===== config.mk =====
export PLATFORM = sky130hd
export DESIGN_NAME = apu_top
export DESIGN_NICKNAME = d
export VERILOG_FILES = /design/src/apu_pkg.sv /design/src/apu_length.sv /design/src/apu_reg_decode.sv /design/src/apu_frame_seq.sv /design/src/apu_pulse.sv /design/src/apu_triangle.sv /design/src/apu_mixer.sv /design/src/apu_top.sv
export VERILOG_INCLUDE_DIRS = /design/src
export SDC_FILE = /design/constraint.sdc
export NUM_CORES = 1
export LEC_CHECK = 0
export ABC_CLOCK_PERIOD_IN_PS = 4900
export BUFFER_PORTS_ARGS = -buffer_cell sky130_fd_sc_hd__buf_2
export CAP_MARGIN = 20
export CORE_UTILIZATION = 52
export DETAILED_ROUTE_END_ITERATION = 10
export GPL_TIMING_DRIVEN = 0
export PLACE_DENSITY = 0.74
export REMOVE_ABC_BUFFERS = 1
export SLEW_MARGIN = 20
export SYNTH_ARGS = -nofsm -noshare
export SYNTH_HDL_FRONTEND = slang
export SYNTH_SLANG_ARGS = --single-unit

===== constraint.sdc =====
create_clock -name sys_clk -period 4.9 [get_ports sys_clk]
set_clock_uncertainty 0.05 [all_clocks]
set_input_delay 0.98 -clock sys_clk [delete_from_list [all_inputs] [get_ports sys_clk]]
set_output_delay 0.98 -clock sys_clk [all_outputs]
set_load 0.01 [all_outputs]

===== src/apu_consts.svh =====
`ifndef APU_CONSTS_SVH
`define APU_CONSTS_SVH

//////////////////////////////
// register window

`define APU_BASE 16'h4000
`define APU_SIZE 32

`define REG_STATUS 5'h15
`define REG_FRAME 5'h17

//////////////////////////////
// frame sequencer step reloads, in channel ticks

`define FRAME_LOAD_0 12'd3727
`define FRAME_LOAD_1 12'd3727
`define FRAME_LOAD_2 12'd3728
`define FRAME_LOAD_3 12'd3728
`define FRAME_LOAD_4 12'd3725

//////////////////////////////
// mixer weights

`define MIX_PULSE_W 8'd4
`define MIX_TRI_W 8'd3

`endif


===== src/apu_pkg.sv =====
`default_nettype none

package apu_pkg;

	typedef struct packed {
		logic [15:0] addr;
		logic [7:0] wdata;
		logic we;
		logic re;
	} bus_req_t;

	typedef struct packed {
		logic [1:0] reg_idx;
		logic [7:0] data;
		logic stb; // one sys_clk cycle wide
	} chan_wr_t;

	typedef struct packed {
		logic [1:0] duty;
		logic halt;
		logic const_vol;
		logic [3:0] vol;
	} pulse_ctrl_t;

	typedef struct packed {
		logic halt; // also the linear counter control flag
		logic [6:0] linear_load;
	} tri_ctrl_t;

	// register 0 of a channel reads differently for pulse and triangle
	typedef union packed {
		pulse_ctrl_t pulse;
		tri_ctrl_t triangle;
	} ctrl_word_u;

	typedef struct packed {
		logic quarter;
		logic half;
	} frame_strobe_t;

endpackage

`default_nettype wire


===== src/apu_length.sv =====
`timescale 1ns/10ps
`default_nettype none

module apu_length (
	input wire sys_clk,
	input wire sys_n_reset,
	input wire load_stb,
	input wire [4:0] load_idx,
	input wire halt,
	input wire en,
	input wire half,
	output logic act
);

	localparam logic [7:0] LEN_TABLE [32] = '{
		8'd10, 8'd254, 8'd20, 8'd2, 8'd40, 8'd4, 8'd80, 8'd6,
		8'd160, 8'd8, 8'd60, 8'd10, 8'd14, 8'd12, 8'd26, 8'd14,
		8'd12, 8'd16, 8'd24, 8'd18, 8'd48, 8'd20, 8'd96, 8'd22,
		8'd192, 8'd24, 8'd72, 8'd26, 8'd16, 8'd28, 8'd32, 8'd30
	};

	logic [7:0] cnt;

	always_ff @(posedge sys_clk, negedge sys_n_reset) begin
		if (!sys_n_reset)
			cnt <= 8'd0;
		else if (!en)
			cnt <= 8'd0; // a disabled channel drops out at once
		else if (load_stb)
			cnt <= LEN_TABLE[load_idx];
		else if (half && !halt && cnt != 8'd0)
			cnt <= cnt - 8'd1;
	end

	assign act = cnt != 8'd0;

endmodule

`default_nettype wire


===== src/apu_reg_decode.sv =====
`timescale 1ns/10ps
`default_nettype none

`include "apu_consts.svh"

module apu_reg_decode import apu_pkg::*; (
	input wire sys_clk,
	input wire sys_n_reset,
	input wire bus_req_t bus,
	input wire [2:0] act,
	input wire frame_irq,
	output logic [7:0] rdata,
	output chan_wr_t pulse0_wr,
	output chan_wr_t pulse1_wr,
	output chan_wr_t tri_wr,
	output logic [2:0] chan_en,
	output logic frame_wr,
	output logic frame_mode,
	output logic frame_inhibit,
	output logic stat_read
);

	localparam logic [15:0] WIN_MASK = 16'(~(`APU_SIZE - 1));

	logic hit;
	logic wr_hit;
	logic [4:0] offset;

	assign hit = (bus.addr & WIN_MASK) == `APU_BASE;
	assign offset = bus.addr[4:0];
	assign wr_hit = hit && bus.we;

	always_ff @(posedge sys_clk, negedge sys_n_reset) begin
		if (!sys_n_reset) begin
			pulse0_wr <= '0;
			pulse1_wr <= '0;
			tri_wr <= '0;
			chan_en <= 3'b000;
			frame_wr <= 1'b0;
			frame_mode <= 1'b0;
			frame_inhibit <= 1'b0;
		end else begin
			pulse0_wr <= '{reg_idx: offset[1:0], data: bus.wdata, stb: wr_hit && offset[4:2] == 3'd0};
			pulse1_wr <= '{reg_idx: offset[1:0], data: bus.wdata, stb: wr_hit && offset[4:2] == 3'd1};
			tri_wr <= '{reg_idx: offset[1:0], data: bus.wdata, stb: wr_hit && offset[4:2] == 3'd2};
			frame_wr <= wr_hit && offset == `REG_FRAME; // restart reaches the sequencer next cycle
			if (wr_hit && offset == `REG_STATUS)
				chan_en <= bus.wdata[2:0]; // noise and sample enables are not kept
			if (wr_hit && offset == `REG_FRAME) begin
				frame_mode <= bus.wdata[7];
				frame_inhibit <= bus.wdata[6];
			end
		end
	end

	assign stat_read = hit && bus.re && offset == `REG_STATUS;
	assign rdata = stat_read ? {1'b0, frame_irq, 3'b000, act} : 8'h00;

	a_one_chan_wr: assert property (@(posedge sys_clk) disable iff (!sys_n_reset)
		$onehot0({pulse0_wr.stb, pulse1_wr.stb, tri_wr.stb}))
		else $error("more than one channel write strobe");

endmodule

`default_nettype wire


===== src/apu_frame_seq.sv =====
`timescale 1ns/10ps
`default_nettype none

`include "apu_consts.svh"

module apu_frame_seq import apu_pkg::*; (
	input wire sys_clk,
	input wire sys_n_reset,
	input wire frame_wr,
	input wire frame_mode,
	input wire frame_inhibit,
	input wire stat_read,
	output logic apu_tick,
	output frame_strobe_t strobes,
	output logic frame_irq
);

	typedef enum logic [2:0] {ST1, ST2, ST3, ST4, ST5} step_e;

	step_e state;
	logic [11:0] cnt;
	logic step_end;
	logic int_set;
	logic int_clr;

	always_ff @(posedge sys_clk, negedge sys_n_reset) begin
		if (!sys_n_reset)
			apu_tick <= 1'b0;
		else
			apu_tick <= ~apu_tick; // channel rate is half of sys_clk
	end

	//////////////////////////////
	// step machine

	always_ff @(posedge sys_clk, negedge sys_n_reset) begin
		if (!sys_n_reset) begin
			state <= ST1;
			cnt <= `FRAME_LOAD_0;
			strobes <= '0;
		end else begin
			strobes <= '0;
			if (frame_wr) begin
				state <= ST1;
				cnt <= `FRAME_LOAD_0;
			end else if (apu_tick) begin
				if (cnt == 12'd0) begin
					case (state)
					ST1: begin
						state <= ST2;
						cnt <= `FRAME_LOAD_1;
						strobes <= '{quarter: 1'b1, half: 1'b0};
					end
					ST2: begin
						state <= ST3;
						cnt <= `FRAME_LOAD_2;
						strobes <= '{quarter: 1'b1, half: 1'b1};
					end
					ST3: begin
						state <= ST4;
						cnt <= `FRAME_LOAD_3;
						strobes <= '{quarter: 1'b1, half: 1'b0};
					end
					ST4: begin
						if (frame_mode) begin
							state <= ST5; // step 4 is silent in 5-step mode
							cnt <= `FRAME_LOAD_4;
						end else begin
							state <= ST1;
							cnt <= `FRAME_LOAD_0;
							strobes <= '{quarter: 1'b1, half: 1'b1};
						end
					end
					default: begin
						state <= ST1;
						cnt <= `FRAME_LOAD_0;
						strobes <= '{quarter: 1'b1, half: 1'b1};
					end
					endcase
				end else begin
					cnt <= cnt - 12'd1;
				end
			end
		end
	end

	//////////////////////////////
	// frame interrupt

	assign step_end = apu_tick && cnt == 12'd0 && !frame_wr;
	assign int_set = step_end && state == ST4 && !frame_mode && !frame_inhibit;
	assign int_clr = frame_inhibit || stat_read;

	always_ff @(posedge sys_clk, negedge sys_n_reset) begin
		if (!sys_n_reset)
			frame_irq <= 1'b0;
		else if (int_set)
			frame_irq <= 1'b1; // a status read on the same edge loses
		else if (int_clr)
			frame_irq <= 1'b0;
	end

	a_half_has_quarter: assert property (@(posedge sys_clk) disable iff (!sys_n_reset)
		strobes.half |-> strobes.quarter)
		else $error("half frame strobe without quarter");

endmodule

`default_nettype wire


===== src/apu_pulse.sv =====
`timescale 1ns/10ps
`default_nettype none

module apu_pulse import apu_pkg::*; (
	input wire sys_clk,
	input wire sys_n_reset,
	input wire chan_wr_t wr,
	input wire en,
	input wire apu_tick,
	input wire frame_strobe_t strobes,
	output logic [3:0] sample,
	output logic act
);

	ctrl_word_u ctrl;
	logic [10:0] period;
	logic [10:0] timer;
	logic [2:0] step;
	logic len_load;

	function automatic logic duty_bit(input logic [1:0] duty, input logic [2:0] s);
		logic [7:0] pattern;
		case (duty)
		2'd0: pattern = 8'b0100_0000;
		2'd1: pattern = 8'b0110_0000;
		2'd2: pattern = 8'b0111_1000;
		default: pattern = 8'b1001_1111;
		endcase
		return pattern[3'd7 - s];
	endfunction

	assign len_load = wr.stb && wr.reg_idx == 2'd3;

	always_ff @(posedge sys_clk, negedge sys_n_reset) begin
		if (!sys_n_reset) begin
			ctrl <= '0;
			period <= 11'd0;
			timer <= 11'd0;
			step <= 3'd0;
		end else begin
			if (wr.stb) begin
				case (wr.reg_idx)
				2'd0: ctrl <= wr.data;
				2'd2: period[7:0] <= wr.data;
				2'd3: period[10:8] <= wr.data[2:0];
				default: ; // sweep register has no effect
				endcase
			end
			if (len_load) begin
				timer <= {wr.data[2:0], period[7:0]};
				step <= 3'd0;
			end else if (apu_tick) begin
				if (timer == 11'd0) begin
					timer <= period;
					step <= step + 3'd1;
				end else begin
					timer <= timer - 11'd1;
				end
			end
		end
	end

	always_ff @(posedge sys_clk, negedge sys_n_reset) begin
		if (!sys_n_reset)
			sample <= 4'd0;
		else if (duty_bit(ctrl.pulse.duty, step) && act && period >= 11'd8)
			sample <= ctrl.pulse.vol;
		else
			sample <= 4'd0; // periods below 8 are muted
	end

	apu_length len (
		.sys_clk(sys_clk),
		.sys_n_reset(sys_n_reset),
		.load_stb(len_load),
		.load_idx(wr.data[7:3]),
		.halt(ctrl.pulse.halt),
		.en(en),
		.half(strobes.half),
		.act(act)
	);

endmodule

`default_nettype wire


===== src/apu_triangle.sv =====
`timescale 1ns/10ps
`default_nettype none

module apu_triangle import apu_pkg::*; (
	input wire sys_clk,
	input wire sys_n_reset,
	input wire chan_wr_t wr,
	input wire en,
	input wire apu_tick,
	input wire frame_strobe_t strobes,
	output logic [3:0] sample,
	output logic act
);

	ctrl_word_u ctrl;
	logic [10:0] period;
	logic [10:0] timer;
	logic [4:0] step;
	logic [4:0] step_nx;
	logic [6:0] lin;
	logic lin_reload;
	logic len_load;

	assign len_load = wr.stb && wr.reg_idx == 2'd3;
	assign step_nx = step + 5'd1;

	always_ff @(posedge sys_clk, negedge sys_n_reset) begin
		if (!sys_n_reset) begin
			ctrl <= '0;
			period <= 11'd0;
			timer <= 11'd0;
			step <= 5'd0;
			lin <= 7'd0;
			lin_reload <= 1'b0;
			sample <= 4'd0;
		end else begin
			if (wr.stb && wr.reg_idx == 2'd0)
				ctrl <= wr.data;
			if (wr.stb && wr.reg_idx == 2'd2)
				period[7:0] <= wr.data;
			if (strobes.quarter) begin
				if (lin_reload)
					lin <= ctrl.triangle.linear_load;
				else if (lin != 7'd0)
					lin <= lin - 7'd1;
				if (!ctrl.triangle.halt)
					lin_reload <= 1'b0;
			end
			if (len_load) begin
				period[10:8] <= wr.data[2:0];
				lin_reload <= 1'b1; // taken on the next quarter strobe
			end
			if (timer == 11'd0) begin
				timer <= period;
				if (lin != 7'd0 && act) begin
					step <= step_nx;
					sample <= step_nx[4] ? step_nx[3:0] : ~step_nx[3:0]; // 15 down to 0, then back up
				end
			end else begin
				timer <= timer - 11'd1;
			end
		end
	end

	apu_length len (
		.sys_clk(sys_clk),
		.sys_n_reset(sys_n_reset),
		.load_stb(len_load),
		.load_idx(wr.data[7:3]),
		.halt(ctrl.triangle.halt),
		.en(en),
		.half(strobes.half),
		.act(act)
	);

endmodule

`default_nettype wire


===== src/apu_mixer.sv =====
`timescale 1ns/10ps
`default_nettype none

`include "apu_consts.svh"

module apu_mixer (
	input wire sys_clk,
	input wire sys_n_reset,
	input wire [3:0] p0,
	input wire [3:0] p1,
	input wire [3:0] tr,
	output logic [7:0] out
);

	logic [7:0] pulse_sum;
	logic [7:0] mix;

	assign pulse_sum = {4'b0000, p0} + {4'b0000, p1};
	assign mix = `MIX_PULSE_W * pulse_sum + `MIX_TRI_W * {4'b0000, tr}; // peaks at 165

	always_ff @(posedge sys_clk, negedge sys_n_reset) begin
		if (!sys_n_reset)
			out <= 8'd0;
		else
			out <= mix;
	end

endmodule

`default_nettype wire


===== src/apu_top.sv =====
`timescale 1ns/10ps
`default_nettype none

module apu_top import apu_pkg::*; (
	input wire sys_clk,
	input wire sys_n_reset,
	input wire bus_req_t bus,
	output logic [7:0] rdata,
	output logic [7:0] out,
	output logic irq
);

	chan_wr_t p0_wr;
	chan_wr_t p1_wr;
	chan_wr_t t_wr;
	frame_strobe_t strobes;
	logic [2:0] chan_en;
	logic [2:0] act;
	logic [3:0] p0_smp;
	logic [3:0] p1_smp;
	logic [3:0] t_smp;
	logic frame_wr;
	logic frame_mode;
	logic frame_inhibit;
	logic stat_read;
	logic frame_irq;
	logic apu_tick;

	//////////////////////////////
	// register decode and frame sequencer

	apu_reg_decode dec (
		.sys_clk(sys_clk), .sys_n_reset(sys_n_reset), .bus(bus), .act(act),
		.frame_irq(frame_irq), .rdata(rdata), .pulse0_wr(p0_wr), .pulse1_wr(p1_wr),
		.tri_wr(t_wr), .chan_en(chan_en), .frame_wr(frame_wr), .frame_mode(frame_mode),
		.frame_inhibit(frame_inhibit), .stat_read(stat_read)
	);

	apu_frame_seq seq (
		.sys_clk(sys_clk), .sys_n_reset(sys_n_reset), .frame_wr(frame_wr),
		.frame_mode(frame_mode), .frame_inhibit(frame_inhibit), .stat_read(stat_read),
		.apu_tick(apu_tick), .strobes(strobes), .frame_irq(frame_irq)
	);

	assign irq = ~frame_irq; // active low at the pin

	//////////////////////////////
	// channels and mixer

	apu_pulse pulse0 (
		.sys_clk(sys_clk), .sys_n_reset(sys_n_reset), .wr(p0_wr), .en(chan_en[0]),
		.apu_tick(apu_tick), .strobes(strobes), .sample(p0_smp), .act(act[0])
	);

	apu_pulse pulse1 (
		.sys_clk(sys_clk), .sys_n_reset(sys_n_reset), .wr(p1_wr), .en(chan_en[1]),
		.apu_tick(apu_tick), .strobes(strobes), .sample(p1_smp), .act(act[1])
	);

	apu_triangle triangle (
		.sys_clk(sys_clk), .sys_n_reset(sys_n_reset), .wr(t_wr), .en(chan_en[2]),
		.apu_tick(apu_tick), .strobes(strobes), .sample(t_smp), .act(act[2])
	);

	apu_mixer mixer (
		.sys_clk(sys_clk), .sys_n_reset(sys_n_reset),
		.p0(p0_smp), .p1(p1_smp), .tr(t_smp), .out(out)
	);

endmodule

`default_nettype wire


==> results.yml, run 1 <==
floorplanning:
  die_w_um: 140
  io_pins: 45
  rows: 50
  core-area_mm2: 0.0187
  die_h_um: 140
  die_area_mm2: 0.0196
  start_util_pct: 52.9
critical_path:
  slowest_stage: "or4b_1"
  max_stage_delay_ns: 0.71
  crit_family: "simple AND/OR/NAND/NOR gates"
  path_class: "in -> out"
  crit_fanout: 5
  cp_num_buf_inv: 2
  arrival_ns: 2.72
  path_cells: "buf_2 -> nor3b_1 -> nand4_1 -> or4b_1 -> a21oi_1 -> buf_2"
  startpoint_type: "input port"
  cpMostUsedCell: "buf_2"
  crit_path_end_kind: "output pin"
  required_ns: 3.87
grt:
  grt_pass1_vias: 7069
  grt_overflow: 0
  grt.total_usage_pct: 22.8
  antenna_found_initial: 0
  grt_max_degree: 88
  grt_pass1_wl_um: 35100
final_layout:
  final_cells: 1245
  fin_nets: 1063
  n_antenna_cell: 0
  drive_gt1_share_pct: 15.2
  area_growth_pct: 10.5
  postLayoutCoreUtil_pct: 58.4
outcome:
  outcome: "finished, final reports clean"
power_and_ir_drop:
  power_density_mw_per_mm2: 364
  leakage_nw: 4.93
  ir_drop_uv: 258
  total_power_mw: 3.97
logic_synthesis:
  postSynthCellCount: 975
  async_reset_ff_share_pct: 100
  yosys_warnings: 0
  synth-seq-cells: 189
  synth.distinct_cells: 81
  synth_flop_cell: "dfrtp_1"
  syn_avg_cell_area_um2: 10.1
  netlist_area_mm2: 0.00989
  synth_edf_count: 0
  yosysSeqAreaShare_pct: 47.9
min_path:
  hold_path.class: "reg -> reg"
sta:
  drv_slew: 0
  max_freq_mhz: 267
  relSlewSlack_pct: 25.4
  fin_crit_sh_pct: 76.6
  setup_violations: 0
  fin_ws_ns: 1.15
  tightestPinTransition_ns: 1.12
  period_needed_ns: 3.75
  hold_violations: 0
  rsz0062_at_grt: "false"
placed_design:
  port_buffers: 40
  post-place-cells: 1213
  routabilityCongestion: 0.882
  place_ws_ns: 1.16
  dp_hpwl_um: 14100
clocking:
  cts_setup_buffers: 0
  cts_htree_levels: 4
  ctsResizeCount: 0
  cts.hold.buffers_added: 0
  cts_buffer_depth: 2
  cts_tree: "yes"
  clock_latency_ns: 0.44
  cts_made_buffers: 17
  cts_sinks: 189
  clk_pin_slew_ns: 0.07
  root_buffer: "clkbuf_16"
detailed_routing:
  drc: 0
  vias: 7372
  ant_nets: 0
  drtPass1Iterations: 5
  wl_per_cell_um: 17.0
  viasPerCell: 5.92
  wirelength_um: 21100
  drt_iter0_markers: 500
flow_run:
  drv_cap: 0
-- final cells by class --
class,instances,area (um2)
clock buffers,17,425
clock inverters,15,199
fillers,1545,7780
inverters,48,180
multi-input cells,699,4820
flip-flops and latches,189,4740
well taps,234,293
repair buffers,43,270
-- cells in the mapped netlist (4+ instances only) --
| library cell | number | area share [%] |
|---|---|---|
| nand3b_1 | 8 | 0.61 |
| a21oi_1 | 43 | 2.2 |
| a311oi_1 | 6 | 0.53 |
| nand2b_1 | 9 | 0.57 |
| nand2_1 | 90 | 3.4 |
| fa_1 | 4 | 0.81 |
| a21o_1 | 6 | 0.46 |
| o211ai_1 | 6 | 0.46 |
| nor4_1 | 13 | 0.82 |
| ha_1 | 33 | 4.2 |
| and3_1 | 7 | 0.44 |
| dfstp_2 | 8 | 2.1 |
| nand3_1 | 29 | 1.5 |
| buf_4 | 4 | 0.30 |
| or3_1 | 10 | 0.63 |
| o22ai_1 | 10 | 0.63 |
| o21ai_0 | 48 | 2.4 |
| xor2_1 | 21 | 1.9 |
| nor2b_1 | 21 | 1.3 |
| nand4_1 | 12 | 0.76 |
| clkbuf_1 | 35 | 1.3 |
| nor3b_1 | 15 | 1.1 |
| a2111oi_0 | 5 | 0.44 |
| o311ai_0 | 5 | 0.44 |
| and2_1 | 7 | 0.44 |
| nor2_1 | 68 | 2.6 |
| nor3_1 | 20 | 1.0 |
| or4b_1 | 4 | 0.40 |
| mux2i_1 | 6 | 0.61 |
| a22oi_1 | 4 | 0.30 |
| dfrtp_1 | 181 | 46 |
| xnor2_1 | 29 | 2.6 |
| inv_1 | 47 | 1.8 |
| mux2_2 | 46 | 5.2 |
| o31ai_1 | 7 | 0.53 |
| or4_1 | 6 | 0.46 |
| a211oi_1 | 12 | 0.91 |
| a2bb2oi_1 | 4 | 0.35 |
| a31oi_1 | 12 | 0.76 |
| or3b_2 | 4 | 0.35 |
| nand4b_1 | 5 | 0.44 |
-- routing by layer --
metal  GRT usage (%)  part of all wire, %
met2            37.6                   48
met4            7.63                  1.8
met3            3.79                  4.4
met5               0                    0
met1            30.7                   46
-- placed cells by master, fill, tap and decap left out, types with 5 or more instances in the layout --
master       n
or3_1       10
nand2_1     90
a21o_1       6
mux2_2      46
a211oi_1    12
o211ai_1     6
dfstp_2      8
o311ai_0     5
a2111oi_0    5
nor3b_1     15
clkbuf_16   17
a21oi_1     43
nand3_1     28
nor4_1      13
nor3_1      20
inv_1       47
nand4b_1     5
ha_1        33
xnor2_1     29
o22ai_1     10
dfrtp_1    181
a31oi_1     12
mux2i_1      6
and2_1       7
nand3b_1     8
nand4_1     12
nor2b_1     21
a311oi_1     6
o31ai_1      7
or4_1        6
and3_1       7
buf_2       40
o21ai_0     48
nor2_1      68
nand2b_1     9
inv_6        6
xor2_1      21
-- cell families after synthesis --
logic type	count (synthesis)	share of synthesized area, %
and+or+nand+nor	353	19.6
AOI/OAI and AO/OA	203	13.6
DFF	189	47.9
buffers and inverters	90	3.58
muxes	52	5.84
xor gates and xnor gates	50	4.43
adders and majority gates	37	4.98
other	1	0.0379
-- state kept, by name, summed over array words and instances (netlist names), 4 cells and up --
register	count
triangle.lin	7
dec.pulse0_wr	11
pulse1.timer	11
pulse1.len.cnt	8
pulse0.ctrl	7
pulse0.sample	4
pulse1.sample	4
triangle.timer	11
triangle.ctrl	8
pulse0.len.cnt	8
triangle.len.cnt	8
pulse0.timer	11
triangle.period	11
pulse1.ctrl	7
pulse1.period	11
triangle.sample	4
seq.cnt	12
pulse0.period	11
mixer.out	8
triangle.step	5
-- stage by stage --
stage	hold slack, ns	instance area, um2	setup TNS, ns
floorplan	0.325	9730	0
global placement	0.344	10200	-52.05
detailed placement	0.355	10300	0
CTS	0.368	10900	0
global route	0.375	10900	0
finish	0.369	10900	0
-- final timing paths --
kind | start | endpoint | slack [ns] | cells past startpoint
max in group asynchronous | sys_n_reset | dec.chan_en[1]$_DFFE_PN0P_ | 3.37 | 3
worst min register to register | triangle.sample[0]$_DFFE_PN0P_ | mixer.out[0]$_DFF_PN0_ | 0.37 | 0
worst min-delay path | triangle.sample[0]$_DFFE_PN0P_ | mixer.out[0]$_DFF_PN0_ | 0.37 | 0
worst max-delay path | bus[21] | rdata[2] | 1.15 | 6
worst max register to register | seq.apu_tick$_DFF_PN0_ | pulse0.timer[1]$_DFFE_PN0P_ | 2.17 | 5
min in group asynchronous | sys_n_reset | pulse0.timer[7]$_DFFE_PN0P_ | 0.38 | 1
-- where the power goes --
group | total, mW | switching [mW] | internal, mW | leakage, nW
Clock | 1.48 | 0.653 | 0.825 | 0.309
Combinational | 0.586 | 0.303 | 0.283 | 2.12
Sequential | 1.91 | 0.195 | 1.71 | 2.50
Total | 3.97 | 1.15 | 2.82 | 4.93
No activity file was read; power rests on OpenSTA's default activity.
==> run 2: changes to the inputs <==
- ABC_AREA: unset -> 1
- ABC_CLOCK_PERIOD_IN_PS: 4900 -> 3500
- clock period: 4.9 -> 3.5 ns (I/O delays scaled with it)
==> run 2 against run 1 <==
Effect of this change: core utilization grew 0.50 points; largest cell class is now flip-flops and latches; routed wire length grew 4.0%; global-route usage grew 0.94 points; largest power group unchanged.
==> results.yml, run 2 <==
clocking:
  cts_htree_levels: 4
  cts.hold.buffers_added: 0
  clk_pin_slew_ns: 0.07
  root_buffer: "clkbuf_16"
  cts_made_buffers: 17
  ctsResizeCount: 0
  cts_buffer_depth: 2
  cts_tree: "yes"
  clock_latency_ns: 0.44
  cts_setup_buffers: 0
  cts_sinks: 189
logic_synthesis:
  yosysSeqAreaShare_pct: 46.5
  synth_flop_cell: "dfrtp_1"
  yosys_warnings: 0
  yosys-top-cells-area: "dfrtp_1 (44%), nand2_1 (15%), nand3_1 (7.0%), o21ai_0 (5.8%), inv_1 (5.4%)"
  postSynthCellCount: 1337
  yosys-top-cells-count: "nand2_1 (404), dfrtp_1 (181), inv_1 (146)"
  async_reset_ff_share_pct: 100
  synth_top_area_share_pct: 44.5
  syn_avg_cell_area_um2: 7.62
  netlist_area_mm2: 0.0102
  yosys.area.top_type: "dfrtp_1"
  yosysMostFrequentCell: "nand2_1"
  synth.distinct_cells: 42
  synth_edf_count: 0
  synth-seq-cells: 189
detailed_routing:
  wl_per_cell_um: 13.4
  top_layer: "met4"
  wl_met1_um: 10300
  ant_nets: 0
  wirelength_um: 22000
  vias: 8572
  wl_met2_um: 10400
  drc: 0
  route.met3.wl_um: 950
  drt_iter0_markers: 641
  drtPass1Iterations: 5
  viasPerCell: 5.22
power_and_ir_drop:
  power_density_mw_per_mm2: 476
  leakage_nw: 5.66
  ir_drop_uv: 391
  total_power_mw: 5.31
min_path:
  hold_path.class: "in -> async"
final_layout:
  postLayoutCoreUtil_pct: 58.9
  final_cells: 1643
  layout_commonest_cell: "nand2_1"
  largest_reg_flops: 12
  fillCellCount: 1699
  n_antenna_cell: 0
  drive_gt1_share_pct: 7.81
  fin_area_mm2: 0.0112
  fin_nets: 1435
  layout_common_cells: "nand2_1 (404), dfrtp_1 (181), inv_1 (146)"
  largest-register: "seq.cnt"
  area_growth_pct: 9.70
floorplanning:
  core-area_mm2: 0.0190
  die_area_mm2: 0.0201
  die_w_um: 142
  die_h_um: 142
  io_pins: 45
  start_util_pct: 53.7
  rows: 50
sta:
  drv_slew: 0
  rsz0062_at_grt: "false"
  fin_setup_tns_ns: 0
  hold_violations: 0
  fin_crit_sh_pct: 84.1
  setup_violations: 0
  max_freq_mhz: 340
  period_needed_ns: 2.94
  relSlewSlack_pct: 38.8
  tightestPinTransition_ns: 0.916
placed_design:
  post-place-cells: 1611
  dp_hpwl_um: 15600
  placedInstanceArea_mm2: 0.0106
  routabilityCongestion: 0.908
  port_buffers: 40
critical_path:
  required_ns: 2.75
  crit_path_end_kind: "output pin"
  startpoint_type: "flop"
  arrival_ns: 2.19
  crit_fanout: 5
  path_class: "reg -> out"
grt:
  antenna_found_initial: 0
  grt_pass1_vias: 8062
  grt_pass1_wl_um: 37700
  grt.total_usage_pct: 23.8
  grt_max_degree: 102
  grt_overflow: 0
outcome:
  outcome: "finished, final reports clean"
flow_run:
  drv_cap: 0
==> run 2: changes by cell type in the layout (fill, tap and decap cells not counted), sizes merged, moves of 12 or more <==
| cell | before | now |
|---|---|---|
| nor2b | 21 | 0 |
| mux2 | 46 | 0 |
| inv | 56 | 162 |
| nor2 | 69 | 146 |
| xnor2 | 29 | 12 |
| nand2 | 90 | 408 |
| a21oi | 43 | 15 |
| nor4 | 16 | 1 |
| nor3b | 15 | 1 |
| o21ai | 49 | 123 |
| a211oi | 12 | 0 |
| nand3 | 29 | 142 |
==> run 2: cell families (layout without fill, tap and decap cells) <==
group / Yosys count / in the layout / synth area share (%)
other cells: 1 / 4 / 0.0368
flops: 189 / 189 / 46.5
xor+xnor: 31 / 31 / 2.67
compound gates: 151 / 151 / 7.99
fa+ha+maj: 37 / 37 / 4.84
buf+inv: 182 / 225 / 7.11
simple gates: 746 / 746 / 30.8
==> run 2: worst paths after layout <==
check	startpoint	end	slack, ns	cells past startpoint
hold / removal	sys_n_reset	triangle.timer[2]$_DFF_PN0_	0.20	1
setup reg to reg	dec.pulse0_wr[10]$_DFF_PN0_	pulse1.step[2]$_DFFE_PN0P_	0.83	6
max in group asynchronous	sys_n_reset	pulse0.len.cnt[3]$_DFFE_PN0P_	2.26	2
hold reg to reg	triangle.sample[0]$_DFFE_PN0P_	mixer.out[0]$_DFF_PN0_	0.37	0
min in group sys_clk	bus[6]	dec.pulse0_wr[5]$_DFF_PN0_	0.31	1
setup / recovery	pulse0.len.cnt[0]$_DFFE_PN0P_	rdata[0]	0.56	8
==> run 2: area by class of cell <==
type | instances | area, um2 | area share, %
Sequential cell | 189 | 4740 | 42.4
Multi-Input combinational cell | 969 | 4730 | 42.3
Inverter | 152 | 571 | 5.11
Tap cell | 260 | 325 | 2.91
Clock buffer | 17 | 425 | 3.81
Clock inverter | 15 | 141 | 1.27
Timing Repair Buffer | 41 | 238 | 2.13
==> run 2: report_power, final <==
| part | switching [mW] | internal, mW | leakage [nW] |
|---|---|---|---|
| Sequential | 0.202 | 2.38 | 2.48 |
| Combinational | 0.510 | 0.330 | 2.90 |
| Clock | 0.944 | 0.949 | 0.275 |
==> run 2: critical path: stages, from the launching register on <==
cell and delay (ns):
dfrtp_1 0.36, inv_1 0.12, ha_1 0.21, nand2_1 0.08, nor2_1 0.14, nand2_1 0.10
nor3_1 0.51, nor2_1 0.07, buf_2 0.16
==> run 2: through the flow <==
step	hold WS (ns)	worst slack, ns
detailed placement	0.355	0.853
global placement	0.349	-1.41
floorplan	0.330	0.962
finish	0.203	0.557
CTS	0.242	0.562
global route	0.273	0.421
==> run 2: layer usage <==
layer / up-vias / global-route usage (%)
li1: 4345 / -
met1: 4002 / 31.9
met2: 202 / 39.5
met3: 23 / 3.73
met4: 0 / 7.70
met5: - / 0
